## src/rtl/wb_map_pkg.sv

```systemverilog
package wb_map_pkg;

  // Word address of the bus
  localparam int ADR_W = 8;

  // RAM word index width
  localparam int RAM_ADR_W = 4;

  // Top address bits select the slave
  localparam int SEL_W   = 2;
  localparam int SEL_LSB = ADR_W - SEL_W;

  // 00 timer block, 01 RAM, 10 and 11 unmapped
  typedef enum logic [SEL_W-1:0] {
    SEL_CLINT = 2'b00,
    SEL_RAM   = 2'b01,
    SEL_NONE  = 2'b10
  } slave_sel_e;

endpackage

```

## src/rtl/clint_pkg.sv

```systemverilog
package clint_pkg;

  // Bus data and timer widths
  localparam int DATA_W    = 32;
  localparam int TIME_W    = 64;
  localparam int REG_ADR_W = 3;

  // Clock cycles per mtime step
  localparam int TICK_DIVISOR = 10;
  localparam int TICK_W       = $clog2(TICK_DIVISOR);

  // Compare value out of reset, no timer interrupt pending
  localparam logic [TIME_W-1:0] MTIMECMP_RESET = '1;

  // Word offsets of the timer block
  // Bit 2 picks the upper half of the 64-bit registers
  typedef enum logic [REG_ADR_W-1:0] {
    REG_MSIP        = 3'd0,
    REG_MTIME_LO    = 3'd2,
    REG_MTIMECMP_LO = 3'd3,
    REG_MTIME_HI    = 3'd6,
    REG_MTIMECMP_HI = 3'd7
  } clint_reg_e;

endpackage
```

## src/rtl/clint_subsys.sv

```systemverilog
`timescale 1ns/1ps

module clint_subsys
  import clint_pkg::*;
  import wb_map_pkg::*;
(
  input  logic              CLK_I,
  input  logic              RST_I,
  input  logic              cyc,
  input  logic              stb,
  input  logic              we,
  input  logic [ADR_W-1:0]  adr,
  input  logic [DATA_W-1:0] dat_w,
  output logic [DATA_W-1:0] dat_r,
  output logic              ack,
  output logic              msip_irq,
  output logic              mtip,
  output logic [TIME_W-1:0] mtime
);

  logic              clint_stb;
  logic [DATA_W-1:0] clint_dat_r;
  logic              clint_ack;
  logic              ram_stb;
  logic [DATA_W-1:0] ram_dat_r;
  logic              ram_ack;

  wb_decoder decoder_i (
    .CLK_I       (CLK_I),
    .RST_I       (RST_I),
    .stb         (stb),
    .adr         (adr),
    .clint_stb   (clint_stb),
    .ram_stb     (ram_stb),
    .clint_dat_r (clint_dat_r),
    .clint_ack   (clint_ack),
    .ram_dat_r   (ram_dat_r),
    .ram_ack     (ram_ack),
    .dat_r       (dat_r),
    .ack         (ack),
    .cyc         (cyc)
  );

  // Timer block sees the low 3 address bits as word offset
  clint_regs regs_i (
    .CLK_I    (CLK_I),
    .RST_I    (RST_I),
    .cyc      (cyc),
    .stb      (clint_stb),
    .we       (we),
    .adr      (adr[REG_ADR_W-1:0]),
    .dat_w    (dat_w),
    .dat_r    (clint_dat_r),
    .ack      (clint_ack),
    .msip_irq (msip_irq),
    .mtip     (mtip),
    .mtime    (mtime)
  );

  scratch_ram ram_i (
    .CLK_I (CLK_I),
    .RST_I (RST_I),
    .cyc   (cyc),
    .stb   (ram_stb),
    .we    (we),
    .adr   (adr[RAM_ADR_W-1:0]),
    .dat_w (dat_w),
    .dat_r (ram_dat_r),
    .ack   (ram_ack)
  );

endmodule

```

## src/rtl/wb_decoder.sv

```systemverilog
`timescale 1ns/1ps

module wb_decoder
  import clint_pkg::*;
  import wb_map_pkg::*;
(
  input  logic              CLK_I,
  input  logic              RST_I,
  input  logic              stb,
  input  logic [ADR_W-1:0]  adr,
  output logic              clint_stb,
  output logic              ram_stb,
  input  logic [DATA_W-1:0] clint_dat_r,
  input  logic              clint_ack,
  input  logic [DATA_W-1:0] ram_dat_r,
  input  logic              ram_ack,
  output logic [DATA_W-1:0] dat_r,
  output logic              ack,
  input  logic              cyc
);

  logic [SEL_W-1:0] region;
  slave_sel_e       sel;
  logic             none_ack;

  assign region = adr[ADR_W-1:SEL_LSB];

  always_comb begin
    case (region)
      2'b00:   sel = SEL_CLINT;
      2'b01:   sel = SEL_RAM;
      default: sel = SEL_NONE;
    endcase
  end

  // Strobe reaches the selected slave only
  assign clint_stb = stb & (sel == SEL_CLINT);
  assign ram_stb   = stb & (sel == SEL_RAM);

  // Own response for holes in the map, same pulse as the slaves
  always_ff @(posedge CLK_I or posedge RST_I) begin
    if (RST_I) begin
      none_ack <= 1'b0;
    end else begin
      none_ack <= cyc & stb & (sel == SEL_NONE) & ~none_ack;
    end
  end

  // Return path
  always_comb begin
    case (sel)
      SEL_CLINT: begin
        dat_r = clint_dat_r;
        ack   = clint_ack;
      end
      SEL_RAM: begin
        dat_r = ram_dat_r;
        ack   = ram_ack;
      end
      default: begin
        dat_r = '0;
        ack   = none_ack;
      end
    endcase
  end

endmodule

```

## src/rtl/scratch_ram.sv

```systemverilog
`timescale 1ns/1ps

module scratch_ram
  import clint_pkg::*;
  import wb_map_pkg::*;
(
  input  logic                 CLK_I,
  input  logic                 RST_I,
  input  logic                 cyc,
  input  logic                 stb,
  input  logic                 we,
  input  logic [RAM_ADR_W-1:0] adr,
  input  logic [DATA_W-1:0]    dat_w,
  output logic [DATA_W-1:0]    dat_r,
  output logic                 ack
);

  logic [DATA_W-1:0] mem [2**RAM_ADR_W];
  logic              access;

  assign access = cyc & stb & ~ack;

  always_ff @(posedge CLK_I or posedge RST_I) begin
    if (RST_I) begin
      ack <= 1'b0;
    end else begin
      ack <= access;
    end
  end

  // Write lands on the edge that raises ack
  always_ff @(posedge CLK_I) begin
    if (access && we) begin
      mem[adr] <= dat_w;
    end
  end

  // Read word comes out together with ack
  always_ff @(posedge CLK_I) begin
    if (access && !we) begin
      dat_r <= mem[adr];
    end
  end

endmodule

```

## src/rtl/clint_regs.sv

```systemverilog
`timescale 1ns/1ps

module clint_regs
  import clint_pkg::*;
(
  input  logic                 CLK_I,
  input  logic                 RST_I,
  input  logic                 cyc,
  input  logic                 stb,
  input  logic                 we,
  input  logic [REG_ADR_W-1:0] adr,
  input  logic [DATA_W-1:0]    dat_w,
  output logic [DATA_W-1:0]    dat_r,
  output logic                 ack,
  output logic                 msip_irq,
  output logic                 mtip,
  output logic [TIME_W-1:0]    mtime
);

  clint_reg_e        reg_off;
  logic              access;
  logic              wr_en;
  logic              msip_q;
  logic [TIME_W-1:0] mtimecmp;
  logic              load_lo;
  logic              load_hi;

  assign reg_off = clint_reg_e'(adr);

  // Only the first sampled edge of a bus cycle counts
  assign access = cyc & stb & ~ack;
  assign wr_en  = access & we;

  // Single-cycle acknowledge
  always_ff @(posedge CLK_I or posedge RST_I) begin
    if (RST_I) begin
      ack <= 1'b0;
    end else begin
      ack <= access;
    end
  end

  // Software interrupt, bit 0 only
  always_ff @(posedge CLK_I or posedge RST_I) begin
    if (RST_I) begin
      msip_q <= 1'b0;
    end else if (wr_en && (reg_off == REG_MSIP)) begin
      msip_q <= dat_w[0];
    end
  end

  assign msip_irq = msip_q;

  // Compare register, written by halves
  always_ff @(posedge CLK_I or posedge RST_I) begin
    if (RST_I) begin
      mtimecmp <= MTIMECMP_RESET;
    end else if (wr_en) begin
      case (reg_off)
        REG_MTIMECMP_LO: mtimecmp[DATA_W-1:0]      <= dat_w;
        REG_MTIMECMP_HI: mtimecmp[TIME_W-1:DATA_W] <= dat_w;
        default: ;
      endcase
    end
  end

  // mtime lives in the timer, writes go there as half loads
  assign load_lo = wr_en & (reg_off == REG_MTIME_LO);
  assign load_hi = wr_en & (reg_off == REG_MTIME_HI);

  clint_timer timer_i (
    .CLK_I     (CLK_I),
    .RST_I     (RST_I),
    .load_lo   (load_lo),
    .load_hi   (load_hi),
    .load_data (dat_w),
    .mtime     (mtime)
  );

  // Read data straight from storage, held address keeps it valid
  always_comb begin
    case (reg_off)
      REG_MSIP:        dat_r = {{(DATA_W - 1){1'b0}}, msip_q};
      REG_MTIME_LO:    dat_r = mtime[DATA_W-1:0];
      REG_MTIME_HI:    dat_r = mtime[TIME_W-1:DATA_W];
      REG_MTIMECMP_LO: dat_r = mtimecmp[DATA_W-1:0];
      REG_MTIMECMP_HI: dat_r = mtimecmp[TIME_W-1:DATA_W];
      default:         dat_r = '0;
    endcase
  end

  // Timer interrupt, one cycle behind the compare
  always_ff @(posedge CLK_I or posedge RST_I) begin
    if (RST_I) begin
      mtip <= 1'b0;
    end else begin
      mtip <= (mtime >= mtimecmp);
    end
  end

endmodule

```

## src/rtl/clint_timer.sv

```systemverilog
`timescale 1ns/1ps

module clint_timer
  import clint_pkg::*;
(
  input  logic              CLK_I,
  input  logic              RST_I,
  input  logic              load_lo,
  input  logic              load_hi,
  input  logic [DATA_W-1:0] load_data,
  output logic [TIME_W-1:0] mtime
);

  logic [TICK_W-1:0] presc;
  logic              tick;

  // Wrap of the prescaler
  assign tick = (presc == TICK_W'(TICK_DIVISOR - 1));

  always_ff @(posedge CLK_I or posedge RST_I) begin
    if (RST_I) begin
      presc <= '0;
    end else if (tick) begin
      presc <= '0;
    end else begin
      presc <= presc + 1'b1;
    end
  end

  // A bus load wins over the tick on the same edge
  always_ff @(posedge CLK_I or posedge RST_I) begin
    if (RST_I) begin
      mtime <= '0;
    end else if (load_lo || load_hi) begin
      // Half not addressed keeps its value
      if (load_lo) begin
        mtime[DATA_W-1:0] <= load_data;
      end
      if (load_hi) begin
        mtime[TIME_W-1:DATA_W] <= load_data;
      end
    end else if (tick) begin
      mtime <= mtime + 1'b1;
    end
  end

endmodule

```

## config.mk

```make
export PLATFORM = sky130hd
export DESIGN_NAME = clint_subsys
export DESIGN_NICKNAME = d
export VERILOG_FILES = /design/src/rtl/wb_map_pkg.sv /design/src/rtl/clint_pkg.sv /design/src/rtl/clint_subsys.sv /design/src/rtl/wb_decoder.sv /design/src/rtl/scratch_ram.sv /design/src/rtl/clint_regs.sv /design/src/rtl/clint_timer.sv
export SDC_FILE = /design/constraint.sdc
export NUM_CORES = 1
export LEC_CHECK = 0
export ABC_AREA = 1
export BUFFER_PORTS_ARGS = -buffer_cell sky130_fd_sc_hd__buf_2
export CORE_MARGIN = 2
export CORE_UTILIZATION = 62
export CTS_BUF_LIST = sky130_fd_sc_hd__clkbuf_4 sky130_fd_sc_hd__clkbuf_8 sky130_fd_sc_hd__clkbuf_16
export CTS_CLUSTER_DIAMETER = 40
export DETAILED_ROUTE_END_ITERATION = 8
export PLACE_DENSITY = 0.82
export SKIP_CTS_REPAIR_TIMING = 1
export SYNTH_ARGS = -nofsm -noshare
export SYNTH_HDL_FRONTEND = slang
export SYNTH_SLANG_ARGS = --single-unit
```

## constraint.sdc

```tcl
create_clock -name CLK_I -period 4.8 [get_ports CLK_I]
set_input_delay 0.24 -clock CLK_I [delete_from_list [all_inputs] [get_ports CLK_I]]
set_output_delay 0.24 -clock CLK_I [all_outputs]
set_load 0.005 [all_outputs]
```

# Word level (Yosys, flattened, before mapping)
# Memory sizes are Yosys's and may differ from the RTL's. A register that Yosys moved wholly into a read port is not among the register bits.
# Cells that the tools add are included.
[op_classes]
add_sub_neg = 2
magnitude_cmp = 1
n_eq_ne = 10
mux = 11
bitwise = 15
reduce_logical = 13
[op_table]
columns = ["op", "count"]
rows = [
  ["$pmux W32 S5", 1],
  ["$mux W64", 2],
  ["$add A64 B1 Y64 const B", 1],
  ["$ge A64 B64 Y1", 1],
  ["$mux W32", 2],
  ["$pmux W32 S2", 1],
  ["$and A1 B1 Y1", 12],
  ["$reduce_and A2 Y1", 4],
  ["$eq A3 B2 Y1 const B", 2],
  ["$eq A3 B3 Y1 const B", 2],
  ["$add A4 B1 Y4 const B", 1],
  ["$eq A2 B1 Y1 const B", 2],
  ["$eq A4 B4 Y1 const B", 1],
  ["$logic_not A2 Y1", 2],
  ["$mux W4", 1],
  ["$ne A2 B2 Y1 const B", 2],
  ["$pmux W2 S2", 1],
  ["$logic_and A1 B1 Y1", 3],
  ["$logic_not A3 Y1", 1],
  ["$not A1 Y1", 3],
  ["$eq A2 B2 Y1 const B", 1],
  ["$mux W1", 2],
  ["$pmux W1 S2", 1],
  ["$reduce_bool A2 Y1", 1],
  ["2 further kinds", 2],
]
[totals]
ff_bits = 137
ramBits = 512
inputBits = 45
wordCells = 63
n_memories = 1
[memory_table]
columns = ["name", "depth", "word_bits", "rd", "rd_ports_with_merged_regs", "write_ports", "line", "rtl"]
rows = [
  ["ram_i.mem", 16, 32, 1, 1, 1, "scratch_ram.sv:18", "logic [DATA_W-1:0] mem [2**RAM_ADR_W];"],
]

# Longest topological paths before layout
[depth]
word_depth = 11
mapped_depth = 14

# Modules after synthesis
# From an unflattened synthesis, not the netlist that was laid out.
[hier_totals]
cells_unflattened = 3778
area_unflattened_um2 = 33493.4
[modules_own_cells]
columns = ["module", "instances", "cells_each", "area_each_um2", "seq_area_each_um2"]
rows = [
  ["scratch_ram", 1, 2122, 22589.2, 16360.7],
  ["clint_timer", 1, 852, 5287.6, 1701.6],
  ["clint_regs", 1, 684, 5036.1, 1756.7],
  ["wb_decoder", 1, 120, 580.6, 25.0],
]

# Worst setup path before layout
# No wires, ideal clock.
[synth_timing]
kind = "input to register"
from = "in adr[1]"
to = "mem ram_i.mem[0][0], enable pin"
setup_time_ns = 0.421
t_arrival_ns = 2.536
required_ns = 4.379
slack_ns = 1.843
cell_stages = 7
path_buffers = 2
cell_sequence = "inv_1 > nand2_1 > inv_1 > clkbuf_1 > clkbuf_1 > nand2_1 > nor2_1"
[synth_rtl]
columns = ["element", "line", "rtl"]
rows = [
  ["start: declaration", "clint_subsys.sv:12", "input logic [ADR_W-1:0] adr,"],
  ["end: declaration", "scratch_ram.sv:18", ""],
]
# No word-level cell before the write port.

# Worst setup path in the final report
[layout_timing]
from = "reg ram_i.ack"
to = "mem ram_i.mem[4][28], enable pin"
[layout_via]
elab_chain_cells = 5
[layout_lines]
columns = ["element", "line", "rtl"]
rows = [
  ["start: declaration", "scratch_ram.sv:15", "output logic ack"],
  ["start signal: assignment", "scratch_ram.sv:27", "ack <= access;"],
  ["$not A1 Y1", "scratch_ram.sv:21", "assign access = cyc & stb & ~ack;"],
  ["$and A1 B1 Y1", "scratch_ram.sv:21", ""],
  ["net ram_i.access", "scratch_ram.sv:19", "logic access;"],
  ["$logic_and A1 B1 Y1", "scratch_ram.sv:33", "if (access && we) begin"],
  ["$mux W1", "scratch_ram.sv:33", ""],
  ["$mux W1 (implied by the code)", "scratch_ram.sv:34", "mem[adr] <= dat_w;"],
]
# The timed path passes the listed nets, and every way through them passes these cells.

==> results.md <==
- Status: finished with violations
- Failing checks: negative hold slack
- PD cells: 409 nW/µm²
- RSZ-0062 raised after global routing: no
- Syn Std Cell Area: 30,300 µm²
- Synth unique cells: 47
- Worst min path class: input port to flip-flop
- Nets@finish: 3,020
- Die Area: 50,600 µm²
- Global-route wire length before repair: 139,000 µm
- Setup CP Type: flip-flop to flip-flop
- Post-synth ARST share: 0.201
- Routed Wire Length: 95,200 µm
- Largest area contributor in the netlist: edfxtp_1
- Routed via count: 23,405
- Post-DP HPWL: 59,900 µm
- Sequential fraction of the synthesis area: 0.655
- CTS sink count: 681
- RR Startpoint: ram_i.ack
- DRT iter0 DRCs: 3,387
- Post-synth top flop: edfxtp_1
- Post-Synthesis Cells: 2,756
- Sequential share of power: 0.483
- Share of layout cells above drive strength 1: 0.150
- Critical Path AT: 3980 ps
- Reg2reg end: ram_i.mem[4][28]
- WHS Endpoint: regs_i.mtimecmp[44]
- Largest net degree at the start of global routing: 97
- Global placement routability congestion: 0.998
- Finished Core Util: 0.712
- Switching power: 3.53 mW
- Count of TritonRoute iterations in the first routing pass: 8
- DRC Markers: 0
- Actual slew at the worst max-slew pin: 1230 ps
- Initial Util: 0.624
- DR WL/cell: 26.4 µm
- WHS: -4.55 ps
- Clock Latency Late Sink: 640 ps
- Synth top area share: 0.539
- Final period utilization: 0.762
- GRT overflow: 0
- Maxcap violations: 0
- Fill count: 3,188
- Reg2reg path depth: 6
- Cell internal pwr: 10.6 mW
- Maximum vdd drop: 0.357 mV
- Initial antenna violation count: 3
- Crit path required time: 5120 ps
- Via-to-Cell Ratio: 6.49
- Crit end category: flip-flop
- Yosys reg bits: 681
- CTS Root Cell: clkbuf_16
- CTS tree: yes
- Syn_area_per_cell: 11.0 µm²
- Setup TNS: 0 ps
- Fmax: 273 MHz
- Synth warn: 0
- Leakage: 13.5 nW
- Slew Viols, Final: 0
- Row cnt: 81
- Final min period: 3660 ps
- Worst-path clk slew: 60 ps
- Sw frac: 0.250
- Area contributors post-synth: edfxtp_1 54%, nand2_1 9.3%, a22oi_1 6.4%
- Number of flops mapped to enable cells by yosys: 544
- TritonCTS Buffers: 82
- Post-Synthesis Net Count: 2,866
- # port buffers: 141
- DIE HEIGHT: 225 µm
- Area delta synth->final: 14.1%
- H-Tree Depth: 3
- Final setup fails: 0
- CTS max path bufs: 3
- Crit path max fanout: 22
- Min-delay src: dat_w[12]
- Die X: 225 µm
- WHS Path Cells: 3
- Crit start category: flip-flop
- Vias in the first global route: 22,749
- Max Clock Skew: 14.3 ps
- Comb pwr share: 0.079
- Final ANT Viol Nets: 0
- Overall Global Routing Usage: 0.375
- Worst slew margin: 0.178
- I/O pin cnt: 144
- Final hold vios: 1
- R2R setup slack: 1140 ps
- Core Area: 48,500 µm²
- Clock share of power: 0.438
==> cell usage in the layout, fill, tap and decap left out, types with 10 or more instances in the layout <==
cell type  count
dfrtp_1       73
edfxtp_1     544
o2111ai_1     27
nor3_1        18
o21ai_0      114
inv_1        178
dfstp_2       64
o21ai_1       12
nor2_4        24
buf_4         43
nand3_1       42
nand2_1      749
ha_1          65
o211ai_1      10
clkbuf_16     84
a22oi_1      257
buf_2        141
clkinv_1      13
a21oi_1       67
clkinv_2      10
o21bai_1      10
inv_6         11
nor2_1       233
nand4_1       43
a22o_1        27
==> worst max-delay path by stage <==
stage          slack (ps)                  to       from  cells past startpoint
2_1_floorplan        1000  decoder_i.none_ack      RST_I                      1
3_3_place_gp         1460     ram_i.mem[4][2]     adr[7]                      7
3_5_place_dp         1320     ram_i.mem[4][2]     adr[7]                      7
4_1_cts              1300    ram_i.mem[4][28]  ram_i.ack                      6
5_1_grt              1240    ram_i.mem[4][29]  ram_i.ack                      6
6_report             1140    ram_i.mem[4][28]  ram_i.ack                      6
==> power groups by stage <==
stage	Combinational, mW	Clock (mW)	Sequential, mW
4_1_cts	1.08	6.21	6.81
6_report	1.11	6.19	6.83
2_1_floorplan	0.633	0	6.82
3_5_place_dp	1.06	0	6.93
3_3_place_gp	1.02	0	6.92
5_1_grt	1.22	6.45	6.83
==> logic make-up (layout without fill, tap and decap cells) <==
| logic type | Yosys count | after routing | synth area share |
|---|---|---|---|
| DFF | 681 | 681 | 0.655 |
| xor gates and xnor gates | 8 | 8 | 0.00231 |
| AOI/OAI and AO/OA | 550 | 550 | 0.122 |
| buffers and inverters | 308 | 532 | 0.0408 |
| adders and majority gates | 65 | 65 | 0.0268 |
| other | 0 | 2 | 0 |
| and+or+nand+nor | 1144 | 1144 | 0.153 |
==> critical path: stages (launching register included) <==
cell	delay [ps]
dfrtp_1	390
nor4_1	800
inv_1	210
nor2_1	400
nand2_1	350
nor2_4	820
buf_4	370
==> cell type report <==
type	instances	area (µm²)	share of cell area
flip-flops and latches	681	19800	0.574
multi-input cells	1767	9380	0.271
clock buffers	93	2180	0.0630
repair buffers	188	1070	0.0309
well taps	622	778	0.0225
inverters	190	726	0.0210
clock inverters	61	584	0.0169
diodes	2	5.00	0.000145
==> stage by stage <==
stage	total power, mW	setup WS (ps)	cells	hold slack (ps)	cell area [µm²]
4_1_cts	14.1	1300	3598	-169	34500
2_1_floorplan	7.46	998	2756	325	30300
3_3_place_gp	7.94	1460	3444	428	31800
3_5_place_dp	8.00	1320	3444	443	31800
6_report	14.1	1140	3604	-4.55	34600
5_1_grt	14.5	1240	3603	33.2	34600
==> cells in the mapped netlist, types with 11 or more instances <==
cell and count:
nand3_1 42, o21ai_1 12, a22oi_1 257, a21oi_1 67, edfxtp_1 544, o21ai_0 114, clkbuf_1 77, nor2_1 254
nor3_1 18, buf_1 11, nand2_1 749, dfstp_2 64, dfrtp_1 73, ha_1 65, o2111ai_1 27, inv_1 181
a22o_1 27, buf_2 22, nand4_1 43
==> metal layers <==
metal  share of wire  up-vias  GRT usage
li1                -    10115          -
met1            0.35    11269      0.472
met2            0.47     1686      0.602
met3            0.11      333     0.0752
met4           0.064        2      0.236
met5         0.00018        -          0
==> flip-flops by register name, summed over array words and instances (netlist names) <==
register	flops
ram_i.mem	512
regs_i.mtimecmp	64
regs_i.timer_i.mtime	64
ram_i.dat_r	32
regs_i.timer_i.presc	4
decoder_i.none_ack	1
ram_i.ack	1
regs_i.ack	1
regs_i.msip_irq	1
regs_i.mtip	1
Power figures use the tool's default switching activity.
